### src/pbus_config.svh
`ifndef PBUS_CONFIG_SVH
`define PBUS_CONFIG_SVH

//////////////////////////////////////////////////////////////////////
// bus geometry
//////////////////////////////////////////////////////////////////////

`define PBUS_DATA_WIDTH   32          // always 32 bit, one clock
`define PBUS_ADDR_WIDTH   32
`define PBUS_BASE         16'h2000    // upper half of every bus address

//////////////////////////////////////////////////////////////////////
// peripherals and interrupts
//////////////////////////////////////////////////////////////////////

`define PBUS_NUM_GPIO_IN  8           // input pins
`define PBUS_NUM_GPIO_OUT 8           // output pins

`define PBUS_NUM_IRQ      3           // width of int_o
`define PBUS_IRQ_GPIO     0           // input change
`define PBUS_IRQ_TIM0     1
`define PBUS_IRQ_TIM1     2

`endif

### src/pbus_map_pkg.sv
`include "pbus_config.svh"

package pbus_map_pkg;

    // slots inside the bus window
    typedef enum logic [3:0] {
        SLOT_GPIO = 4'd0,               // gpio in/out
        SLOT_TIM0 = 4'd1,               // first timer
        SLOT_TIM1 = 4'd2                // second timer
    } pbus_slot_e;                      // other codes are unmapped

    typedef logic [3:0] pbus_reg_idx_t; // word index inside one slot

    // field view of a bus address
    typedef struct packed {
        logic [15:0]   base;            // must equal PBUS_BASE
        logic [3:0]    slot;            // raw code, may be unmapped
        logic [5:0]    reserved;
        pbus_reg_idx_t reg_idx;
        logic [1:0]    byte_off;        // full words only
    } pbus_addr_fields_t;

    // one address word, raw on the bus and split in the decoder
    typedef union packed {
        logic [`PBUS_ADDR_WIDTH-1:0] raw;
        pbus_addr_fields_t           f;
    } pbus_addr_u;

endpackage : pbus_map_pkg

### src/pbus_reg_pkg.sv
package pbus_reg_pkg;

    // gpio register map
    typedef enum logic [3:0] {
        GPIO_OUT      = 4'd0,           // output latch
        GPIO_IN       = 4'd1,           // synchronized pins, read only
        GPIO_IRQ_EN   = 4'd2,
        GPIO_IRQ_PEND = 4'd3            // w1c on bit 0
    } gpio_reg_e;

    // timer register map
    typedef enum logic [3:0] {
        TIM_LOAD   = 4'd0,              // also preloads the counter
        TIM_COUNT  = 4'd1,              // live value
        TIM_CTRL   = 4'd2,
        TIM_STATUS = 4'd3               // pending bit, w1c
    } tim_reg_e;

    // bit positions in TIM_CTRL
    typedef enum int unsigned {
        CTRL_EN     = 0,
        CTRL_RELOAD = 1,                // periodic instead of one-shot
        CTRL_IRQ_EN = 2
    } tim_ctrl_bit_e;

    // response codes in use
    typedef enum logic [1:0] {
        RESP_OKAY   = 2'b00,
        RESP_DECERR = 2'b11             // nothing mapped here
    } pbus_resp_e;

endpackage : pbus_reg_pkg

### src/pbus_addr_decode.sv
`timescale 1ns/100ps

`include "pbus_config.svh"

module pbus_addr_decode (
    input  pbus_map_pkg::pbus_addr_u    awaddr_i,   // write address
    input  pbus_map_pkg::pbus_addr_u    araddr_i,   // read address
    output pbus_map_pkg::pbus_slot_e    wr_slot_o,
    output pbus_map_pkg::pbus_slot_e    rd_slot_o,
    output pbus_map_pkg::pbus_reg_idx_t wr_idx_o,
    output pbus_map_pkg::pbus_reg_idx_t rd_idx_o,
    output logic                        wr_err_o,   // decerr for the write
    output logic                        rd_err_o    // decerr for the read
);

    import pbus_map_pkg::*;

    localparam pbus_slot_e SLOT_NONE = pbus_slot_e'(4'hf);  // selects nobody

    logic wr_base_ok;
    logic rd_base_ok;

    function automatic logic slot_mapped(logic [3:0] slot);
        return slot inside {SLOT_GPIO, SLOT_TIM0, SLOT_TIM1};
    endfunction

    // window check on the upper half
    assign wr_base_ok = (awaddr_i.f.base == `PBUS_BASE);
    assign rd_base_ok = (araddr_i.f.base == `PBUS_BASE);

    // error path
    assign wr_err_o = !wr_base_ok || !slot_mapped(awaddr_i.f.slot);
    assign rd_err_o = !rd_base_ok || !slot_mapped(araddr_i.f.slot);

    // select path, slot code passes only inside the window
    assign wr_slot_o = wr_base_ok ? pbus_slot_e'(awaddr_i.f.slot) : SLOT_NONE;
    assign rd_slot_o = rd_base_ok ? pbus_slot_e'(araddr_i.f.slot) : SLOT_NONE;
    assign wr_idx_o  = wr_err_o ? '0 : awaddr_i.f.reg_idx;
    assign rd_idx_o  = rd_err_o ? '0 : araddr_i.f.reg_idx;

endmodule : pbus_addr_decode

### src/pbus_gpio.sv
`timescale 1ns/100ps

`include "pbus_config.svh"

module pbus_gpio (
    input  logic                          pbus_clock_i,
    input  logic                          rst_n_i,
    input  logic                          we_i,         // slot-gated accept strobe
    input  pbus_map_pkg::pbus_reg_idx_t   wr_idx_i,
    input  logic [`PBUS_DATA_WIDTH-1:0]   wdata_i,
    input  pbus_map_pkg::pbus_reg_idx_t   rd_idx_i,
    input  logic [`PBUS_NUM_GPIO_IN-1:0]  gpio_in_i,    // asynchronous pins
    output logic [`PBUS_NUM_GPIO_OUT-1:0] gpio_out_o,
    output logic [`PBUS_DATA_WIDTH-1:0]   rdata_o,      // combinational
    output logic                          irq_o
);

    import pbus_reg_pkg::*;

    logic [`PBUS_NUM_GPIO_OUT-1:0] out_q;
    logic [`PBUS_NUM_GPIO_IN-1:0]  sync_q1;     // metastability stage
    logic [`PBUS_NUM_GPIO_IN-1:0]  sync_q2;     // value seen by GPIO_IN
    logic [`PBUS_NUM_GPIO_IN-1:0]  prev_q;      // last synchronized value
    logic                          en_q;
    logic                          pend_q;
    logic                          changed;

    assign changed = (sync_q2 != prev_q);       // any pin toggled

    always_ff @(posedge pbus_clock_i) begin
        if (!rst_n_i) begin
            out_q   <= '0;
            sync_q1 <= '0;
            sync_q2 <= '0;
            prev_q  <= '0;
            en_q    <= 1'b0;
            pend_q  <= 1'b0;
        end else begin
            sync_q1 <= gpio_in_i;
            sync_q2 <= sync_q1;
            prev_q  <= sync_q2;
            if (we_i) begin
                case (wr_idx_i)
                    GPIO_OUT:      out_q <= wdata_i[`PBUS_NUM_GPIO_OUT-1:0];
                    GPIO_IRQ_EN:   en_q  <= wdata_i[0];
                    GPIO_IRQ_PEND: pend_q <= pend_q && !wdata_i[0];    // w1c
                    default:       out_q <= out_q;      // GPIO_IN is read only
                endcase
            end
            if (changed) begin
                pend_q <= 1'b1;                         // new change beats a clear
            end
        end
    end

    always_comb begin
        rdata_o = '0;                                   // upper bits read zero
        case (rd_idx_i)
            GPIO_OUT:      rdata_o[`PBUS_NUM_GPIO_OUT-1:0] = out_q;
            GPIO_IN:       rdata_o[`PBUS_NUM_GPIO_IN-1:0]  = sync_q2;
            GPIO_IRQ_EN:   rdata_o[0] = en_q;
            GPIO_IRQ_PEND: rdata_o[0] = pend_q;
            default:       rdata_o    = '0;
        endcase
    end

    assign gpio_out_o = out_q;
    assign irq_o      = pend_q && en_q;                 // level

endmodule : pbus_gpio

### src/pbus_timer.sv
`timescale 1ns/100ps

`include "pbus_config.svh"

module pbus_timer (
    input  logic                        pbus_clock_i,
    input  logic                        rst_n_i,
    input  logic                        we_i,           // slot-gated accept strobe
    input  pbus_map_pkg::pbus_reg_idx_t wr_idx_i,
    input  logic [`PBUS_DATA_WIDTH-1:0] wdata_i,
    input  pbus_map_pkg::pbus_reg_idx_t rd_idx_i,
    output logic [`PBUS_DATA_WIDTH-1:0] rdata_o,        // combinational
    output logic                        irq_o
);

    import pbus_reg_pkg::*;

    logic [`PBUS_DATA_WIDTH-1:0] load_q;
    logic [`PBUS_DATA_WIDTH-1:0] count_q;
    logic                        en_q;
    logic                        reload_q;
    logic                        irq_en_q;
    logic                        pend_q;
    logic                        wr_load;
    logic                        wr_ctrl;
    logic                        wr_clr;
    logic                        expire;

    assign wr_load = we_i && (wr_idx_i == TIM_LOAD);
    assign wr_ctrl = we_i && (wr_idx_i == TIM_CTRL);
    assign wr_clr  = we_i && (wr_idx_i == TIM_STATUS) && wdata_i[0];
    assign expire  = en_q && (count_q == '0);           // zero reached while running

    always_ff @(posedge pbus_clock_i) begin
        if (!rst_n_i) begin
            load_q   <= '0;
            count_q  <= '0;
            en_q     <= 1'b0;
            reload_q <= 1'b0;
            irq_en_q <= 1'b0;
            pend_q   <= 1'b0;
        end else begin
            if (wr_load) begin
                load_q  <= wdata_i;
                count_q <= wdata_i;                     // preload
            end else if (expire && reload_q) begin
                count_q <= load_q;                      // periodic restart
            end else if (en_q && !expire) begin
                count_q <= count_q - 1'b1;
            end
            if (wr_ctrl) begin
                en_q     <= wdata_i[CTRL_EN];
                reload_q <= wdata_i[CTRL_RELOAD];
                irq_en_q <= wdata_i[CTRL_IRQ_EN];
            end else if (expire && !reload_q) begin
                en_q <= 1'b0;                           // one-shot stops at zero
            end
            if (expire) begin
                pend_q <= 1'b1;
            end else if (wr_clr) begin
                pend_q <= 1'b0;
            end
        end
    end

    always_comb begin
        rdata_o = '0;
        case (rd_idx_i)
            TIM_LOAD:   rdata_o = load_q;
            TIM_COUNT:  rdata_o = count_q;
            TIM_CTRL: begin
                rdata_o[CTRL_EN]     = en_q;
                rdata_o[CTRL_RELOAD] = reload_q;
                rdata_o[CTRL_IRQ_EN] = irq_en_q;
            end
            TIM_STATUS: rdata_o[0] = pend_q;
            default:    rdata_o    = '0;
        endcase
    end

    assign irq_o = pend_q && irq_en_q;

    // a stopped timer keeps its count unless software reloads it
    a_no_count_when_off: assert property (@(posedge pbus_clock_i) disable iff (!rst_n_i)
        !en_q && !wr_load |=> $stable(count_q));

endmodule : pbus_timer

### src/pbus_resp_mux.sv
`timescale 1ns/100ps

`include "pbus_config.svh"

module pbus_resp_mux (
    input  logic                        pbus_clock_i,
    input  logic                        rst_n_i,
    input  logic                        awvalid_i,
    output logic                        awready_o,
    input  logic                        wvalid_i,
    output logic                        wready_o,
    output logic [1:0]                  bresp_o,
    output logic                        bvalid_o,
    input  logic                        bready_i,
    input  logic                        arvalid_i,
    output logic                        arready_o,
    output logic [`PBUS_DATA_WIDTH-1:0] rdata_o,
    output logic [1:0]                  rresp_o,
    output logic                        rvalid_o,
    input  logic                        rready_i,
    input  logic                        wr_err_i,       // from decode
    input  logic                        rd_err_i,
    input  pbus_map_pkg::pbus_slot_e    rd_slot_i,
    input  logic [`PBUS_DATA_WIDTH-1:0] gpio_rdata_i,
    input  logic [`PBUS_DATA_WIDTH-1:0] tim0_rdata_i,
    input  logic [`PBUS_DATA_WIDTH-1:0] tim1_rdata_i,
    output logic                        we_o            // write accept pulse
);

    import pbus_map_pkg::*;
    import pbus_reg_pkg::*;

    logic                        wr_acc;
    logic                        rd_acc;
    logic [`PBUS_DATA_WIDTH-1:0] slot_rdata;

    // one outstanding response per channel
    assign awready_o = !bvalid_o;
    assign wready_o  = !bvalid_o;                       // aw and w taken together
    assign arready_o = !rvalid_o;
    assign wr_acc    = awvalid_i && wvalid_i && !bvalid_o;
    assign rd_acc    = arvalid_i && !rvalid_o;
    assign we_o      = wr_acc;                          // slot gating at top

    always_comb begin
        case (rd_slot_i)
            SLOT_GPIO: slot_rdata = gpio_rdata_i;
            SLOT_TIM0: slot_rdata = tim0_rdata_i;
            SLOT_TIM1: slot_rdata = tim1_rdata_i;
            default:   slot_rdata = '0;
        endcase
    end

    //////////////////////////////////////////////////////////////////////
    // response flags
    //////////////////////////////////////////////////////////////////////

    always_ff @(posedge pbus_clock_i) begin
        if (!rst_n_i) begin
            bvalid_o <= 1'b0;
            rvalid_o <= 1'b0;
        end else begin
            if (wr_acc) begin
                bvalid_o <= 1'b1;
            end else if (bready_i) begin
                bvalid_o <= 1'b0;
            end
            if (rd_acc) begin
                rvalid_o <= 1'b1;
            end else if (rready_i) begin
                rvalid_o <= 1'b0;
            end
        end
    end

    // payload captured on the accepting edge
    always_ff @(posedge pbus_clock_i) begin
        if (wr_acc) begin
            bresp_o <= wr_err_i ? RESP_DECERR : RESP_OKAY;
        end
        if (rd_acc) begin
            rdata_o <= rd_err_i ? '0 : slot_rdata;
            rresp_o <= rd_err_i ? RESP_DECERR : RESP_OKAY;
        end
    end

    a_b_hold: assert property (@(posedge pbus_clock_i) disable iff (!rst_n_i)
        bvalid_o && !bready_i |=> bvalid_o && $stable(bresp_o));
    a_r_hold: assert property (@(posedge pbus_clock_i) disable iff (!rst_n_i)
        rvalid_o && !rready_i |=> rvalid_o && $stable(rdata_o) && $stable(rresp_o));

endmodule : pbus_resp_mux

### src/peripheral_bus.sv
`timescale 1ns/100ps

`include "pbus_config.svh"

module peripheral_bus (
    input  logic                          pbus_clock_i,
    input  logic                          rst_n_i,
    input  logic [`PBUS_ADDR_WIDTH-1:0]   awaddr_i,     // axi-lite slave port
    input  logic                          awvalid_i,
    output logic                          awready_o,
    input  logic [`PBUS_DATA_WIDTH-1:0]   wdata_i,
    input  logic                          wvalid_i,
    output logic                          wready_o,
    output logic [1:0]                    bresp_o,
    output logic                          bvalid_o,
    input  logic                          bready_i,
    input  logic [`PBUS_ADDR_WIDTH-1:0]   araddr_i,
    input  logic                          arvalid_i,
    output logic                          arready_o,
    output logic [`PBUS_DATA_WIDTH-1:0]   rdata_o,
    output logic [1:0]                    rresp_o,
    output logic                          rvalid_o,
    input  logic                          rready_i,
    input  logic [`PBUS_NUM_GPIO_IN-1:0]  gpio_in_i,
    output logic [`PBUS_NUM_GPIO_OUT-1:0] gpio_out_o,
    output logic [`PBUS_NUM_IRQ-1:0]      int_o
);

    import pbus_map_pkg::*;

    pbus_addr_u                  aw_addr;               // raw word from the bus
    pbus_addr_u                  ar_addr;
    pbus_slot_e                  wr_slot;
    pbus_slot_e                  rd_slot;
    pbus_reg_idx_t               wr_idx;
    pbus_reg_idx_t               rd_idx;
    logic                        wr_err;
    logic                        rd_err;
    logic                        we;
    logic [`PBUS_DATA_WIDTH-1:0] gpio_rdata;
    logic [`PBUS_DATA_WIDTH-1:0] tim0_rdata;
    logic [`PBUS_DATA_WIDTH-1:0] tim1_rdata;
    logic                        gpio_irq;
    logic                        tim0_irq;
    logic                        tim1_irq;

    assign aw_addr.raw = awaddr_i;
    assign ar_addr.raw = araddr_i;

    // interrupt vector
    assign int_o[`PBUS_IRQ_GPIO] = gpio_irq;
    assign int_o[`PBUS_IRQ_TIM0] = tim0_irq;
    assign int_o[`PBUS_IRQ_TIM1] = tim1_irq;

    pbus_addr_decode u_decode (
        .awaddr_i  ( aw_addr ),
        .araddr_i  ( ar_addr ),
        .wr_slot_o ( wr_slot ),
        .rd_slot_o ( rd_slot ),
        .wr_idx_o  ( wr_idx  ),
        .rd_idx_o  ( rd_idx  ),
        .wr_err_o  ( wr_err  ),
        .rd_err_o  ( rd_err  )
    );

    pbus_gpio u_gpio (
        .*,
        .we_i     ( we && (wr_slot == SLOT_GPIO) ),    // write only the selected slot
        .wr_idx_i ( wr_idx     ),
        .rd_idx_i ( rd_idx     ),
        .rdata_o  ( gpio_rdata ),
        .irq_o    ( gpio_irq   )
    );

    pbus_timer u_tim0 (
        .*,
        .we_i     ( we && (wr_slot == SLOT_TIM0) ),
        .wr_idx_i ( wr_idx     ),
        .rd_idx_i ( rd_idx     ),
        .rdata_o  ( tim0_rdata ),
        .irq_o    ( tim0_irq   )
    );

    pbus_timer u_tim1 (
        .*,
        .we_i     ( we && (wr_slot == SLOT_TIM1) ),
        .wr_idx_i ( wr_idx     ),
        .rd_idx_i ( rd_idx     ),
        .rdata_o  ( tim1_rdata ),
        .irq_o    ( tim1_irq   )
    );

    // handshakes and bus-side ports by name
    pbus_resp_mux u_resp (
        .*,
        .wr_err_i     ( wr_err     ),
        .rd_err_i     ( rd_err     ),
        .rd_slot_i    ( rd_slot    ),
        .gpio_rdata_i ( gpio_rdata ),
        .tim0_rdata_i ( tim0_rdata ),
        .tim1_rdata_i ( tim1_rdata ),
        .we_o         ( we         )
    );

endmodule : peripheral_bus

### config.mk
export PLATFORM = sky130hd
export DESIGN_NAME = peripheral_bus
export DESIGN_NICKNAME = d
export VERILOG_FILES = /design/src/pbus_map_pkg.sv /design/src/pbus_reg_pkg.sv /design/src/pbus_addr_decode.sv /design/src/pbus_gpio.sv /design/src/pbus_timer.sv /design/src/pbus_resp_mux.sv /design/src/peripheral_bus.sv
export VERILOG_INCLUDE_DIRS = /design/src
export SDC_FILE = /design/constraint.sdc
export NUM_CORES = 1
export LEC_CHECK = 0
export BUFFER_PORTS_ARGS = -buffer_cell sky130_fd_sc_hd__buf_2
export CORE_ASPECT_RATIO = 0.5
export CORE_UTILIZATION = 45
export DETAILED_ROUTE_END_ITERATION = 12
export GPL_TIMING_DRIVEN = 0
export PLACE_DENSITY = 0.75
export SYNTH_ARGS = -nofsm -noshare
export SYNTH_HDL_FRONTEND = slang
export SYNTH_SLANG_ARGS = --single-unit
### constraint.sdc
create_clock -name pbus_clock_i -period 5.9 [get_ports pbus_clock_i]
set_input_delay 0 -clock pbus_clock_i [delete_from_list [all_inputs] [get_ports pbus_clock_i]]
set_output_delay 0 -clock pbus_clock_i [all_outputs]
set_load 0.01 [all_outputs]
# Word-level counts from Yosys, hierarchy flattened
# Index checks and enable logic that the tools add are counted.
[totals]
regBits = 208
inputBits = 111
out_inout_bits = 52
word_cells = 139
[classes]
n_addsub = 2
eq_ne = 16
mux = 36
reduce_logical = 62
[op_table]
columns = ["cell", "n"]
rows = [
  ["32-bit two-way mux", 6],
  ["29-bit one-hot mux with 2 select lines", 2],
  ["32-bit one-hot mux with 3 select lines", 1],
  ["32-bit logical NOT", 2],
  ["32-bit by 1-bit subtractor with 32-bit output, second input constant", 2],
  ["16-bit by 14-bit == test with 1-bit output, second input constant", 2],
  ["4-bit by 2-bit == test with 1-bit output, second input constant", 8],
  ["1-bit logical AND", 26],
  ["4-bit logical NOT", 6],
  ["4-bit by 1-bit == test with 1-bit output, second input constant", 5],
  ["4-bit two-way mux", 4],
  ["2-bit nonzero test", 8],
  ["1-bit two-way mux", 15],
  ["7-bit one-hot mux with 2 select lines", 1],
  ["1-bit one-hot mux with 4 select lines", 3],
  ["2-bit one-hot mux with 3 select lines", 2],
  ["3-bit nonzero test", 4],
  ["1-bit logical NOT", 11],
  ["8-bit != test", 1],
  ["2-bit AND reduction", 3],
  ["2-bit two-way mux", 2],
  ["1-bit logical OR", 2],
]

# Logic depth before layout (Yosys ltp)
[logic_depth]
ltp_word = 10
depth_mapped = 12
ltp_nobuf = 8

# Hierarchy
# A second synthesis with hierarchy kept.
[unflattened]
cells_unflattened = 1382
hier_area_um2 = 11845.1
[modules_own_cells]
columns = ["mod", "n_inst", "cells_each", "area_per_inst_um2", "seq_area_each_um2"]
rows = [
  ["pbus_timer", 2, 526, 4063.9, 1361.3],
  ["pbus_resp_mux", 1, 137, 1816.7, 1061.0],
  ["pbus_gpio", 1, 152, 1505.2, 680.7],
  ["pbus_addr_decode", 1, 34, 334.1, 0.0],
  ["peripheral_bus", 1, 7, 61.3, 0.0],
]

# Least setup slack after synthesis
# Ideal clock, no wire load.
[synth_timing]
kind = "reg2reg"
start = "register u_tim0.count_q[0]"
end = "register u_tim0.count_q[9]"
setup_time_ns = 0.120
t_arrival_ns = 2.557
required_time_ns = 5.780
slack_ns = 3.223
stages_incl_launch_ff = 12
n_path_buf = 4
period_less_slack_ns = 2.677
cell_sequence = "dfxtp_1 -> inv_1 -> ha_1 -> or4b_1 -> buf_2 -> or3b_1 -> buf_2 -> o41a_1 -> buf_6 -> buf_6 -> a22oi_1 -> o2bb2ai_1"
[synth_between]
elab_chain_len = 5
elab_cells_between_ends = 10
cone_classes = "add/sub (1); mux (3); reduce/logical (6)"
[synth_lines]
columns = ["element", "line", "source"]
rows = [
  ["start: declaration", "pbus_timer.sv:19", "logic [`PBUS_DATA_WIDTH-1:0] count_q;"],
  ["start signal: assignment", "pbus_timer.sv:45", "count_q <= wdata_i;"],
  ["start signal: assignment", "pbus_timer.sv:47", "count_q <= load_q;"],
  ["start signal: assignment", "pbus_timer.sv:49", "count_q <= count_q - 1'b1;"],
  ["branches (longest 5 deep; another with 32-bit by 1-bit subtractor with 32-bit output)", "n/a", ""],
]
# Parallel ways; which one is timed is not known. The select of a mux whose other input is x is not followed.
# A chain may end at the register's enable or synchronous reset.

# Worst setup path after layout
[layout_timing]
start = "register u_tim0.count_q[0]"
end = "register u_tim0.count_q[11]"
# The elaborated chain is that of the path after synthesis.

==> impl_metrics.ini <==
[status]
status = finished clean

[power]
finalPower_w = 0.003060
vdd_drop_max_mv = 0.2269
p_per_area_nw_per_um2 = 235.0
p_leak_nw = 4.935

[setup_path]
required_ps = 6330
cp_slowest_stage_delay_ps = 750
worstPathMaxFanout = 10
worstSetupPathType = reg2reg
cp_cell_sequence = inv_1 -> ha_1 -> or4b_1 -> buf_2 -> nor3b_1 -> nand4_1 -> clkbuf_1 -> o21a_1 -> o221ai_1 -> nor2_1
worst_ep_arrival_time_ps = 4110
crit_slowest_cell = nor3b_1
critPathCaptureType = flip-flop
cp-start-kind = flip-flop

[yosys]
ys_seq_area_share_pct = 42.13
synth_top_area_share_pct = 32.49
ys_seq_elements = 206
ys_top_cells_by_area = dfxtp_1 32%, edfxtp_1 9.6%, nand2_1 7.0%
synthArstFlopShare_pct = 0
syn_inst = 1251
synth_flop_cell = dfxtp_1
syn_avg_cell_area_um2 = 8.471
synth_most_common_cell = nand2_1
synth_area_um2 = 10600
ys_warn_count = 0
synth_top_area_cell = dfxtp_1
synth_edf_count = 34
synthesis.nets = 1364
synth_cell_types = 79
ys_top_cells_by_count = 199 x nand2_1, 172 x dfxtp_1, 110 x a21oi_1

[finish]
post_route_cells_drive_above_1_share_pct = 16.02
fin_cells = 1799
area_growth_pct = 22.88
fillers = 2115
nets = 1591
postLayoutCoreUtil_pct = 56.78
diodes = 0

[die]
core_um2 = 22930
rows = 39
die_h_um = 110.5
initial_utilization_pct = 46.21
io_pins = 163
die_w_um = 219.0
design.die.area_um2 = 24210

[drt]
drtIter0Drc = 1634
drc = 0
wl_per_cell_um = 24.01
first_pass_iters = 6
routed_via_density = 6.405
via_count = 11520
ant_nets = 0
routed_wl_um = 43190

[clock_tree]
cts_setup_buffers = 0
htree_levels = 1
numCtsBuffers = 20
clk_transition_reported_paths_ps = 70
cts_resized = 0
clock-sinks = 206
clock_insertion_delay_worst_skew_ps = 530
ctsHoldBuffers = 59
clock_path_buffers = 3
ctsRootBufferMaster = clkbuf_16
cts_tree = yes

[timing]
slew_headroom_pct = 3.752
fin_skew_ps = 11.20
hold_violations = 0
fin_setup_tns_ps = 0
tightest_slew_ps = 1432
setup_viol = 0
finalCriticalPeriod_ps = 3685
slew_viol_final = 0
fmax_mhz = 271.3
min_period_over_period_pct = 62.47
rsz0062_at_grt = false

[grt]
grt_first_pass_wirelength_um = 64450
grt_pass1_vias = 10710
overflow = 0
antenna_found_initial = 2
grt_max_degree = 23
grt_use_total_pct = 35.24

[placed_design]
post-dp-hpwl_um = 32260
dp_cells = 1704
place_congestion = 1.018
io_buffers = 145

[run]
maxCapViolCount = 0

[hold_path]
hp-class = in2reg
==> critical path: cells and delay by family (launching register included) <==
family / cells / cell delay [ps]
fa+ha+maj: 1 / 230
flops: 1 / 340
simple gates: 4 / 1870
buf+inv: 3 / 730
compound gates: 2 / 400
==> area by class of cell <==
| type | count | area (um^2) | share of cell area, % |
|---|---|---|---|
| clock buffers | 24 | 536.8 | 4.122 |
| multi-input cells | 931 | 5642 | 43.32 |
| well taps | 307 | 384.1 | 2.950 |
| repair buffers | 205 | 1336 | 10.26 |
| inverters | 15 | 56.30 | 0.4324 |
| plain buffers | 99 | 442.9 | 3.401 |
| clock inverters | 12 | 160.2 | 1.230 |
| flip-flops and latches | 206 | 4464 | 34.28 |
==> cells by family (layout without fill, tap and decap cells) <==
logic type / after synthesis / after routing / share of synthesized area (%)
buf+inv: 114 / 355 / 4.711
fa+ha+maj: 2 / 2 / 0.2361
compound gates: 374 / 374 / 23.73
xor+xnor: 41 / 41 / 3.388
mux: 26 / 26 / 2.609
flops: 206 / 206 / 42.13
simple gates: 488 / 488 / 23.20
==> flip-flops by register name, indices dropped and copies added (netlist names), 8 cells and up <==
signal,cells
u_gpio.prev_q,8
u_tim1.count_q,32
u_gpio.gpio_out_o,8
u_resp.rdata_o,32
u_tim0.load_q,32
u_gpio.sync_q1,8
u_tim0.count_q,32
u_gpio.sync_q2,8
u_tim1.load_q,32
==> metrics by stage <==
stage	area (um^2)	hold WS [ps]	setup slack, ps
after floorplan	10600	99.02	3223
after global placement	11710	188.6	2376
after detailed placement	11740	193.5	2390
after CTS	13020	3.366	2374
after global routing	13020	51.36	2162
final	13020	21.30	2215
==> layer usage <==
layer  part of all wire, %  routed length [um]  vias up  GRT usage, %
met4                   3.2                1382        0         10.14
met2                    41               17920      774         51.84
li1                      -                   -     5087             -
met5                     0                   0        -             0
met3                    11                4818      107         6.364
met1                    44               19070     5555         52.16
==> report_power, final <==
group	total, W	internal (W)	switching [W]
registers	0.00145	0.00145	0.00000838
logic	0.000201	0.0000850	0.000116
clock network	0.00141	0.000793	0.000612
total	0.00306	0.00232	0.000736
==> layout by cell type, fill, tap and decap left out, types with 5 or more instances in the layout <==
master,count
nand3b_1,5
o21ai_0,40
or2_2,6
a22o_1,5
clkbuf_1,76
a21o_1,5
o221ai_1,5
a211o_1,10
xor2_1,14
o21a_1,6
or3_1,19
a21oi_1,110
clkbuf_16,21
and2_1,30
buf_2,157
mux2_2,13
a221oi_1,5
nand2_1,199
or4_1,18
nor4_1,28
a31oi_1,18
dfxtp_1,172
nor2_1,74
mux2i_1,13
a22oi_1,64
o22ai_1,32
xnor2_1,27
dlygate4sd3_1,59
a211oi_1,12
buf_4,9
a221o_1,15
edfxtp_1,34
nand4_1,14
o211ai_1,6
nor3b_1,5
inv_1,15
nor4b_1,5
nand3_1,28
nor3_1,26
==> path summary, 6_finish.rpt <==
kind                startpoint                  to  slack (ps)  depth (start not counted)
max          u_tim0.count_q[0]  u_tim0.count_q[11]        2210                         10
min                awaddr_i[5]       u_tim0.pend_q          20                          7
max reg2reg  u_tim0.count_q[0]  u_tim0.count_q[11]        2210                         10
min reg2reg  u_gpio.sync_q1[1]   u_gpio.sync_q2[1]         430                          1
Note: power is estimated with default switching activity, not from simulation.
